==> src/design/gemm_pkg.sv <==
package gemm_pkg;

  localparam int array_dim = 4;
  localparam int a_bits = 8;
  localparam int w_bits = 8;
  localparam int p_bits = 24;

  // result fifo slots, also the upstream credit pool
  localparam int fifo_depth = 4;
  localparam int out_credits = 2;

  // accepted activation beat to accumulator update
  localparam int pipe_lat = 2 * array_dim + 1;

  localparam int ptr_bits = $clog2(fifo_depth);
  localparam int cnt_bits = $clog2(fifo_depth + 1);
  localparam int ocnt_bits = $clog2(out_credits + 1);

  typedef logic signed [a_bits-1:0] act_t;
  typedef logic signed [w_bits-1:0] wgt_t;
  typedef logic signed [p_bits-1:0] psum_t;

  // element i is array row i
  typedef act_t [array_dim-1:0] act_vec_t;
  // element i is array column i
  typedef wgt_t [array_dim-1:0] wgt_vec_t;
  typedef psum_t [array_dim-1:0] sum_row_t;

  typedef union packed {
    act_vec_t act;
    wgt_vec_t wgt;
  } beat_word_u;

  typedef struct packed {
    logic       is_wgt;
    logic       commit;
    logic       acc;
    logic       last;
    beat_word_u payload;
  } in_beat_t;

  typedef struct packed {
    logic valid;
    logic acc;
    logic last;
  } beat_ctrl_t;

  typedef logic [ptr_bits-1:0] ptr_t;
  typedef logic [cnt_bits-1:0] cnt_t;
  typedef logic [ocnt_bits-1:0] ocnt_t;

endpackage
==> src/design/psum_deskew.sv <==
module psum_deskew (
  input  logic                           clk,
  input  logic                           rst_n,
  input  gemm_pkg::sum_row_t             col_sum,
  input  logic [gemm_pkg::array_dim-1:0] col_valid,
  output gemm_pkg::sum_row_t             row_sum,
  output logic                           row_valid
);

  logic [gemm_pkg::array_dim-1:0] valid_aligned;

  // column c leaves the array c cycles late, so it waits 3 - c more
  for (genvar c = 0; c < gemm_pkg::array_dim; c++) begin : g_col
    if (c == gemm_pkg::array_dim - 1) begin : g_last
      assign row_sum[c] = col_sum[c];
      assign valid_aligned[c] = col_valid[c];
    end else begin : g_delay
      gemm_pkg::psum_t sum_pipe [gemm_pkg::array_dim-1-c];
      logic [gemm_pkg::array_dim-2-c:0] v_pipe;

      always_ff @(posedge clk) begin
        if (!rst_n) begin
          v_pipe <= '0;
        end else begin
          v_pipe[0] <= col_valid[c];
          for (int k = 1; k < gemm_pkg::array_dim - 1 - c; k++) begin
            v_pipe[k] <= v_pipe[k-1];
          end
        end
      end

      always_ff @(posedge clk) begin
        sum_pipe[0] <= col_sum[c];
        for (int k = 1; k < gemm_pkg::array_dim - 1 - c; k++) begin
          sum_pipe[k] <= sum_pipe[k-1];
        end
      end

      assign row_sum[c] = sum_pipe[gemm_pkg::array_dim-2-c];
      assign valid_aligned[c] = v_pipe[gemm_pkg::array_dim-2-c];
    end
  end

  // all columns of one beat line up here
  assign row_valid = &valid_aligned;

endmodule

==> config.mk <==
export PLATFORM = sky130hd
export DESIGN_NAME = psum_deskew
export DESIGN_NICKNAME = d
export VERILOG_FILES = /design/src/design/gemm_pkg.sv /design/src/design/psum_deskew.sv
export SDC_FILE = /design/constraint.sdc
export NUM_CORES = 1
export LEC_CHECK = 0
export BUFFER_PORTS_ARGS = -buffer_cell sky130_fd_sc_hd__buf_4
export CORE_ASPECT_RATIO = 0.5
export CORE_MARGIN = 1.5
export CORE_UTILIZATION = 46
export DETAILED_ROUTE_END_ITERATION = 16
export PLACE_DENSITY = 0.83
export SLEW_MARGIN = 10
export SYNTH_ARGS = -nofsm -noshare
export SYNTH_HDL_FRONTEND = slang
export SYNTH_SLANG_ARGS = --single-unit
export TNS_END_PERCENT = 20
==> constraint.sdc <==
create_clock -name clk -period 1.75 [get_ports clk]
set_clock_uncertainty 0.05 [all_clocks]
set_input_delay 0.175 -clock clk [delete_from_list [all_inputs] [get_ports clk]]
set_output_delay 0.175 -clock clk [all_outputs]
set_load 0.03 [all_outputs]
==> summary.md, run 1 <==
| Metric | Value |
|---|---|
| CP max stage delay | about 0.31 ns |
| Clk sink count | 150 |
| Area contributors post-synth | dfxtp_1, buf_4, and2_1 |
| Critical Path End Type | output pin |
| Vias per cell | a little over 4 |
| Worst-margin pin slew | 0.177 ns |
| Reg-to-Reg Start | g_col[1].g_delay.v_pipe[0] |
| Post-Route WL | 9.19 mm |
| # Max-Cap Violations | 0 |
| Filler cell count | 388 |
| Worst EP arrival | around 1.1 ns |
| Mean routed wirelength per cell | roughly 18 um |
| Ys Warns | 0 |
| Vias in the first global route | 2417 |
| Max VDD drop | roughly 0.94 mV |
| Htree depth | 4 |
| # DRC | 0 |
| Initial Util | slightly below 50% |
| CP bufs+invs | 1 |
| Via count | about 2100 |
| Core area | around 0.0074 mm^2 |
| Die X | approximately 130 um |
| Die H | between 60 and 70 um |
| Flop2flop setup slack | about 1.2 ns |
| Share of the synthesized area in the top cell type | a little over four fifths |
| Cells on worst reg2reg path | 1 |
| First-pass GRT wire length | 13.4 mm |
| CTS tree | built |
| Final setup fails | 0 |
| Layout Cells excl Fill | about 510 |
| Min cycle time layout | between 1 and 1.5 ns |
| Initial antenna violation count | 0 |
| Hold path depth | 0 |
| Mapped Area | between 0.003 and 0.004 mm^2 |
| CTS Buf Count | 17 |
| Worst path slowest cell | dfxtp_1 |
| Worst Hold Class | register to register |
| I/O pin cnt | about 200 |
| Max clock buf depth | 2 |
| PwrDens | between 1000 and 1500 mW/mm^2 |
| Seq/Total Area, Yosys | a little over four fifths |
| Cells after Synth | ~230 |
| Status | finished, final reports clean |
| Part of the cycle the worst path needs | 77.0% |
| Hold Vio Cnt, Final | 0 |
| Buffers on Ports | 150 |
| Final GP Congestion | about 0.67 |
| Total power | 8.25 mW |
| Area of the multi-input gates | 46.3 um^2 |
| CP max FO | 1 |
| RSZ-0062 raised after global routing | false |
| Gr ovfl total | 0 |
| DP Worst Slack | just under 0.9 ns |
| Total nets after synthesis | approximately 330 |
| Hold Startpoint | g_col[0].g_delay.sum_pipe[0][45] |
| Capture point of the worst reg-to-reg path | g_col[1].g_delay.v_pipe[1] |
| Layout cells sized above 1 | around 44% |
| Data required, critical path | 1.52 ns |
| Final core utilization | 77.2% |
| Synth Register Bits | 150 |
| CP Cell Sequence | and4_1 > buf_4 |
| Synth Area per Inst | around 16 um^2 |
| Final #Nets | ~500 |
| Antenna Cells | 0 |
| Register area | 0.00300 mm^2 |
| Final slew viol count | 0 |
| Largest net degree at the start of global routing | 17 |
| PnR worst setup slack | ~0.40 ns |
| Area delta synth->final | 59.9% |
| Total Negative Setup Slacks | 0 ns |
| Setup CP Type | register to output pin |
| Cell taking the most area after synthesis | dfxtp_1 |
| Clock slew seen by the registers of the worst setup and hold paths | 0.07 ns |
| Starting DRT DRC Count | 111 |
| Cells after DPL | between 400 and 500 |
| Post-route ant nets | 0 |
| Static leakage | ~2.7 nW |
| Crit path max-delay family | flip-flops |
| Full die area | about 0.0084 mm^2 |
| Startpoint types | register |
| Synth cell types | 4 |
| Total GRT Usage | a little under a quarter |
| # rows | 22 |
| Relative slew slack | between 80% and 90% |
| Clk root buf | clkbuf_16 |
| Clk_lat worst skew | 0.41 ns |
| Fmax | roughly 740 MHz |
| Endpoint, Worst Hold | g_col[0].g_delay.sum_pipe[0][69] |
| Post-CTS sizing | 0 |
| Total iterations of the first detailed-routing run | 4 |
-- cells by family after synthesis --
kind of cell / synth area share (%)
flip-flops: 83.7
AND/OR/NAND/NOR: 1.29
buffers and inverters: 15.1
-- synthesized netlist by cell type --
master / count
and4_1: 1
and2_1: 6
dfxtp_1: 150
buf_4: 72
-- metrics by stage --
step | hold slack [ns] | cell area (um^2)
4_1_cts | 0.273 | 5740
6_report | 0.271 | 5740
3_5_place_dp | 0.231 | 4300
2_1_floorplan | 0.153 | 3590
3_3_place_gp | 0.230 | 4300
5_1_grt | 0.280 | 5740
-- worst max path at each step --
stage,start,end,slack (ns),cells after the start
finish,g_col[1].g_delay.v_pipe[1],row_valid,0.40,2
global route,g_col[1].g_delay.v_pipe[1],row_valid,0.37,2
CTS,g_col[1].g_delay.v_pipe[1],row_valid,0.45,2
detailed placement,g_col[1].g_delay.v_pipe[1],row_valid,0.88,2
global placement,g_col[1].g_delay.v_pipe[1],row_valid,0.90,2
floorplan,g_col[1].g_delay.v_pipe[1],row_valid,0.88,1
-- cell usage in the layout, fill, tap and decap left out --
cell,instances
clkinv_2,4
and4_1,1
buf_4,150
clkinvlp_4,3
inv_6,1
clkbuf_16,17
clkbuf_8,2
dlygate4sd3_1,79
and2_1,6
bufinv_16,5
dfxtp_1,150
-- final cells by class --
class / instances / area share (%)
clock buffers: 19 / 7.89
clock inverters: 13 / 3.51
multi-input cells: 7 / 0.806
flip-flops and latches: 150 / 52.3
well taps: 96 / 2.09
repair buffers: 229 / 33.4
-- flip-flops by register name, summed over array words and instances, names as in the netlist --
signal	flops
g_col.g_delay.v_pipe	6
g_col.g_delay.sum_pipe	144
-- repair_timing --
item | 4_1_cts | 5_1_grt
hold endpoints to repair | 78 | 0
setup buffers | 0 | 0
hold buffers | 79 | 0
-- report_power, final --
group          leakage (nW)  switching [mW]  internal, mW  total [mW]
Sequential             1.26          0.0619          3.60        3.66
Combinational          1.08           0.289         0.331       0.619
Clock                 0.315            1.37          2.60        3.97
Total                  2.66            1.72          6.53        8.25
-- metal layers --
| metal | global-route usage, % | wire, um | up-vias |
|---|---|---|---|
| met4 | 14.7 | 358 | 0 |
| li1 | - | - | 987 |
| met3 | 6.11 | 373 | 33 |
| met5 | 0 | 0 | - |
| met2 | 42.9 | 5130 | 78 |
| met1 | 22.6 | 3330 | 1026 |
Power figures use the tool's default switching activity.
==> run 2: changes to the inputs <==
ABC_AREA = 1   (was default)
CORE_UTILIZATION = 43   (was 46)
PLACE_DENSITY = 0.78   (was 0.83)
clock period = 1.4 ns   (was 1.75 ns; I/O delays follow)
==> summary.md, run 2 <==
| Metric | Value |
|---|---|
| Status | finished, final reports clean |
| Initial Util | 44.7% (-3.6 points) |
| Vias in the first global route | 2241 (-7.3%) |
| CTS tree | built |
| Flop2flop setup slack | 0.86 ns (-0.30 ns) |
| Top-count cell post-synth | dfxtp_1 |
| CP Cell Sequence | nand2_1 > nor2_1 > buf_4 |
| Final GP Congestion | 0.670 (+0.48%) |
| Hold Startpoint | col_sum[75] |
| Die X | 132 um (+3.5%) |
| Full die area | 0.00896 mm^2 (+7.0%) |
| CTS Buf Count | 17 (unchanged) |
| Hold Vio Cnt, Final | 0 (unchanged) |
| First-pass GRT wire length | 11.1 mm (-18%) |
| Startpoint types | register |
| Synth Register Bits | 150 (unchanged) |
| CP max FO | 1 (unchanged) |
| Synth cell types | 5 (+1) |
| Core area | 0.00806 mm^2 (+8.4%) |
| Cell taking the most area after synthesis | dfxtp_1 |
| Die H | 67.7 um (+3.4%) |
| Synth async-reset ratio | 0% (unchanged) |
| Worst Hold Class | primary input to output pin |
| Final slew viol count | 0 (unchanged) |
| # DRC | 0 (unchanged) |
| Most frequent cells in the layout | dfxtp_1, buf_4, dlygate4sd3_1, clkbuf_16, nand2_1 |
| Total Negative Setup Slacks | 0 ns (unchanged) |
| Seq/Total Area, Yosys | 83.4% (-0.23 points) |
| Final #Nets | 515 (+1.6%) |
| Total nets after synthesis | 339 (+2.4%) |
| Hold path depth | 0 (unchanged) |
| DP Area | 0.00433 mm^2 (+0.70%) |
| Post-Route WL | 7.68 mm (-16%) |
| Total GRT Usage | 17.3% (-5.5 points) |
| Biggest register | g_col.g_delay.sum_pipe |
| Area contributors post-synth | dfxtp_1, buf_4, nand2_1 |
| Capture point of the worst reg-to-reg path | g_col[0].g_delay.v_pipe[2] |
| Synth Area per Inst | 15.2 um^2 (-3.1%) |
| Area delta synth->final | 57.4% |
| Clk root buf | clkbuf_16 |
| Share of the synthesized area in the top cell type | 83.4% (-0.23 points) |
| Buffers on Ports | 150 (unchanged) |
| Post-route ant nets | 0 (unchanged) |
| Reg-to-Reg Start | g_col[0].g_delay.v_pipe[1] |
| Cells on worst reg2reg path | 2 (+1) |
| Static leakage | 2.64 nW (-0.48%) |
| Layout cells sized above 1 | 41.5% (-2.0 points) |
| Antenna Cells | 0 (unchanged) |
| Fmax | 792 MHz |
| # rows | 23 (+4.5%) |
| Max VDD drop | 1.08 mV (+15%) |
| CP bufs+invs | 1 (unchanged) |
| I/O pin cnt | 199 (unchanged) |
| Fin area | 0.00567 mm^2 (-1.3%) |
| Clk sink count | 150 (unchanged) |
| Ys Warns | 0 (unchanged) |
| Clk_lat worst skew | 0.40 ns (about the same) |
| Worst path slowest cell | dfxtp_1 |
| # Max-Cap Violations | 0 (unchanged) |
| Regs by FF count | g_col.g_delay.sum_pipe (144), g_col.g_delay.v_pipe (6) |
| Total iterations of the first detailed-routing run | 4 (unchanged) |
| Gr ovfl total | 0 (unchanged) |
| Mean routed wirelength per cell | 14.3 um (-20%) |
| Vias per cell | 3.84 (-7.0%) |
| Worst EP arrival | 1.07 ns (-0.05 ns) |
| Final setup fails | 0 (unchanged) |
| Setup CP Type | register to output pin |
| Htree depth | 4 (unchanged) |
| Via count | 2060 (-3.0%) |
| CP max stage delay | 0.31 ns (about the same) |
| EDFF count, synth | 0 (unchanged) |
| Critical Path End Type | output pin |
| Synth cell count leaders | dfxtp_1, buf_4, nand2_1 |
| Cells after Synth | 237 (+3.5%) |
| RSZ-0062 raised after global routing | false |
| Min cycle time layout | about 1.3 ns |
| Setup Buffers After CTS | 0 (unchanged) |
| Endpoint, Worst Hold | row_sum[75] |
| Relative slew slack | 88.3% (about the same) |
| Main synth FF type | dfxtp_1 |
| Clock slew seen by the registers of the worst setup and hold paths | 0.06 ns (about the same) |
| Largest net degree at the start of global routing | 17 (unchanged) |
| PwrDens | 1670 mW/mm^2 (+16%) |
| Starting DRT DRC Count | 48 (-57%) |
| Initial antenna violation count | 0 (unchanged) |
| Crit path max-delay family | flip-flops |
| Worst-margin pin slew | 0.176 ns (-0.000911 ns) |
| Data required, critical path | 1.21 ns (-0.31 ns) |
| Max clock buf depth | 2 (unchanged) |
| Part of the cycle the worst path needs | 90.2% |
| Max reg flops | 144 (unchanged) |
| Mapped Area | 0.00360 mm^2 (+0.28%) |
## run 2: changes by cell type after synthesis, sizes merged
| cell | delta |
|---|---|
| nor2 | +1 |
| and4 | -1 |
| inv | +6 |
| nand2 | +8 |
| and2 | -6 |
## run 2: cells by family (layout without fill, tap and decap cells)
| group | Yosys count | after routing | share of synthesized area, % |
|---|---|---|---|
| flops | 150 | 150 | 83.4 |
| buf+inv | 78 | 265 | 15.6 |
| simple gates | 9 | 9 | 0.938 |
## run 2: metal layers
layer | global-route usage, % | wire (um) | up-vias
met5 | 0 | 0 | -
met4 | 11.0 | 269 | 0
met3 | 6.16 | 322 | 32
met2 | 35.3 | 4490 | 65
met1 | 14.8 | 2600 | 965
li1 | - | - | 998
## run 2: worst reg2reg max path: stages (launching register included)
cell	delay (ns)
dfxtp_1	0.29
nand2_1	0.06
inv_1	0.04
## run 2: how the worst max path moves through the flow
stage	endpoint	slack, ns	from	cells after the start
after floorplan	row_valid	0.47	g_col[0].g_delay.v_pipe[2]	2
after global placement	row_valid	0.60	g_col[0].g_delay.v_pipe[2]	3
after detailed placement	row_valid	0.61	g_col[1].g_delay.v_pipe[1]	3
after CTS	row_valid	0.15	g_col[1].g_delay.v_pipe[1]	3
after global routing	row_valid	0.08	g_col[2].g_delay.v_pipe	3
final	row_valid	0.14	g_col[0].g_delay.v_pipe[2]	3
## run 2: layout make-up
| type | count | area [um^2] |
|---|---|---|
| Tap cell | 112 | 140 |
| Timing Repair Buffer | 229 | 1920 |
| Sequential cell | 150 | 3000 |
| Multi-Input combinational cell | 9 | 33.8 |
| Clock inverter | 2 | 12.5 |
| Fill cell | 530 | 2390 |
| Inverter | 6 | 22.5 |
| Clock buffer | 28 | 537 |
## run 2: stage by stage
stage	instances	util, %	power (mW)	hold slack (ns)	worst slack [ns]
global route	536	70.3	9.77	0.230	0.0762
CTS	536	70.3	9.49	0.230	0.148
finish	536	70.3	9.44	0.230	0.138
detailed placement	427	53.7	5.23	0.196	0.612
global placement	427	53.7	5.21	0.195	0.603
floorplan	237	-	5.09	0.118	0.467
## run 2: repair_timing
| action | in CTS | in global routing |
|---|---|---|
| setup endpoints to repair | 0 | 0 |
| hold buffers | 79 | 0 |
| gates resized for setup | 0 | 0 |
| endpoints found under the hold margin | 78 | 0 |
## run 2: power by group
group	leakage, nW	switching [mW]	internal (mW)	total [mW]
registers	1.26	0.0650	4.50	4.57
logic	1.11	0.348	0.412	0.760
clock network	0.269	1.54	2.58	4.11
==> run 3: changes to the inputs <==
BUFFER_PORTS_ARGS = -buffer_cell sky130_fd_sc_hd__buf_2   (was -buffer_cell sky130_fd_sc_hd__buf_4)
==> summary.md, run 3 (synthesis gave the netlist of run 2 again) <==
| Metric | Value |
|---|---|
| Dpl hpwl | 4.24 mm |
| Max clock buf depth | 2 (unchanged) |
| Vias in the first global route | 2184 (-2.5%) |
| Cells after DPL | 427 (unchanged) |
| Max reg flops | 144 (unchanged) |
| Die X | 132 um (unchanged) |
| Clock slew seen by the registers of the worst setup and hold paths | 0.06 ns (about the same) |
| # DRC | 0 (unchanged) |
| Mean routed wirelength per cell | 13.7 um (-4.2%) |
| Layout cells sized above 1 | 42.7% (+1.2 points) |
| Worst EP arrival | 1.06 ns (about the same) |
| Data required, critical path | 1.21 ns (about the same) |
| CTS tree | built |
| Starting DRT DRC Count | 87 (+81%) |
| Met2 WL post-DR | 4.48 mm (-0.29%) |
| Min cycle time layout | 1.25 ns (-0.0150 ns) |
| First-pass GRT wire length | 10.5 mm (-4.8%) |
| Via count | 2051 (-0.44%) |
| Clk root buf | clkbuf_16 |
| Most frequent cells in the layout | dfxtp_1, buf_2, dlygate4sd3_1, clkbuf_16, nand2_1 |
| Biggest register | g_col.g_delay.sum_pipe |
| Static leakage | 2.53 nW (-4.2%) |
| Relative slew slack | 88.0% (-0.30 points) |
| Total iterations of the first detailed-routing run | 4 (unchanged) |
| Post-Route WL | 7.38 mm (-3.9%) |
| Final #Nets | 515 (unchanged) |
| Clk_lat worst skew | 0.40 ns (about the same) |
| PnR worst setup slack | 0.153 ns (+0.0150 ns) |
| CP max FO | 1 (unchanged) |
| Hold Vio Cnt, Final | 0 (unchanged) |
| Full die area | 0.00896 mm^2 (unchanged) |
| RSZ-0062 raised after global routing | false |
| Setup CP Type | register to output pin |
| Htree depth | 4 (unchanged) |
| Buffers on Ports | 150 (unchanged) |
| Die H | 67.7 um (unchanged) |
| Metal-1 WL | 2.52 mm (-3.0%) |
| Gr ovfl total | 0 (unchanged) |
| Regs by FF count | g_col.g_delay.sum_pipe (144), g_col.g_delay.v_pipe (6) |
| Fmax | 802 MHz (+1.2%) |
| I/O pin cnt | 199 (unchanged) |
| Layout Cells excl Fill | 538 (+0.37%) |
| Top layer reached by signal wires | met4 |
| Startpoint types | register |
| Core area | 0.00806 mm^2 (unchanged) |
| Initial Util | 44.7% (unchanged) |
| Total Negative Setup Slacks | 0 ns (unchanged) |
| CTS Buf Count | 17 (unchanged) |
| # Max-Cap Violations | 0 (unchanged) |
| Largest net degree at the start of global routing | 17 (unchanged) |
| Status | finished, final reports clean |
| Initial antenna violation count | 0 (unchanged) |
| Antenna Cells | 0 (unchanged) |
| PwrDens | 1800 mW/mm^2 (+8.3%) |
| # rows | 23 (unchanged) |
| Max VDD drop | 1.15 mV (+6.8%) |
| Post-CTS sizing | 0 (unchanged) |
| Critical Path End Type | output pin |
| Clk sink count | 150 (unchanged) |
| Part of the cycle the worst path needs | 89.1% (-1.1 points) |
| Worst-margin pin slew | 0.182 ns (+0.00581 ns) |
| Total GRT Usage | 16.6% (-0.68 points) |
| Area delta synth->final | 48.5% |
| Final GP Congestion | 0.743 (+11%) |
| DP Worst Slack | 0.599 ns (-0.0131 ns) |
| Total power | 9.64 mW (+2.1%) |
| Post-route ant nets | 0 (unchanged) |
| Final slew viol count | 0 (unchanged) |
| Vias per cell | 3.81 (-0.81%) |
| Worst Hold Class | primary input to output pin |
| Final setup fails | 0 (unchanged) |
| DR WL met3 | 263 um (-18%) |
## run 3: changes by cell type in the layout (fill, tap and decap cells not counted)
cell	previous run	this run
buf_2	0	150
bufinv_16	0	2
inv_6	0	1
clkinv_2	1	3
clkinvlp_4	1	4
clkinv_4	0	1
clkbuf_1	4	0
clkbuf_8	7	4
buf_4	150	0
## run 3: final cells by class
cell class / instances / area (um^2)
Clock buffer: 21 / 480
Inverter: 6 / 22.5
Multi-Input combinational cell: 9 / 33.8
Fill cell: 573 / 2710
Sequential cell: 150 / 3000
Clock inverter: 11 / 123
Tap cell: 112 / 140
Timing Repair Buffer: 229 / 1540
## run 3: path summary, 6_finish.rpt
kind	from	end	slack, ns	depth (start not counted)
worst max-delay path	g_col[0].g_delay.v_pipe[2]	row_valid	0.15	3
worst min-delay path	col_sum[75]	row_sum[75]	0.23	0
worst max register to register	g_col[0].g_delay.v_pipe[1]	g_col[0].g_delay.v_pipe[2]	0.85	2
worst min register to register	g_col[0].g_delay.sum_pipe[0][10]	g_col[0].g_delay.sum_pipe[0][34]	0.27	0
## run 3: timing repair
item	CTS	global route
buffers inserted	0	0
hold buffers	79	0
hold endpoints to repair	78	0
## run 3: stage by stage
stage          cell area (um^2)  hold WS (ns)  utilization, %
3_3_place_gp               3950         0.192            49.0
5_1_grt                    5340         0.230            66.3
6_report                   5340         0.230            66.3
4_1_cts                    5340         0.230            66.3
2_1_floorplan              3600         0.118               -
3_5_place_dp               3950         0.194            49.0
## run 3: routing by layer
layer  vias to the layer above  global-route usage (%)
li1                       1002                       -
met1                       967                    14.5
met2                        62                    34.2
met3                        20                    5.41
met4                         0                    10.4
met5                         -                       0
## run 3: where the power goes
group          total, mW  internal, mW  leakage (nW)  switching (mW)
clock               4.46          2.81         0.287            1.65
combinational      0.634         0.293         0.980           0.340
sequential          4.55          4.50          1.26          0.0527
total               9.64          7.60          2.53            2.04
## run 3: worst max-delay path, cell delays in order, from the launching register on
cell     delay [ns]
dfxtp_1        0.31
nand2_1        0.04
nor2_1         0.09
buf_2          0.21
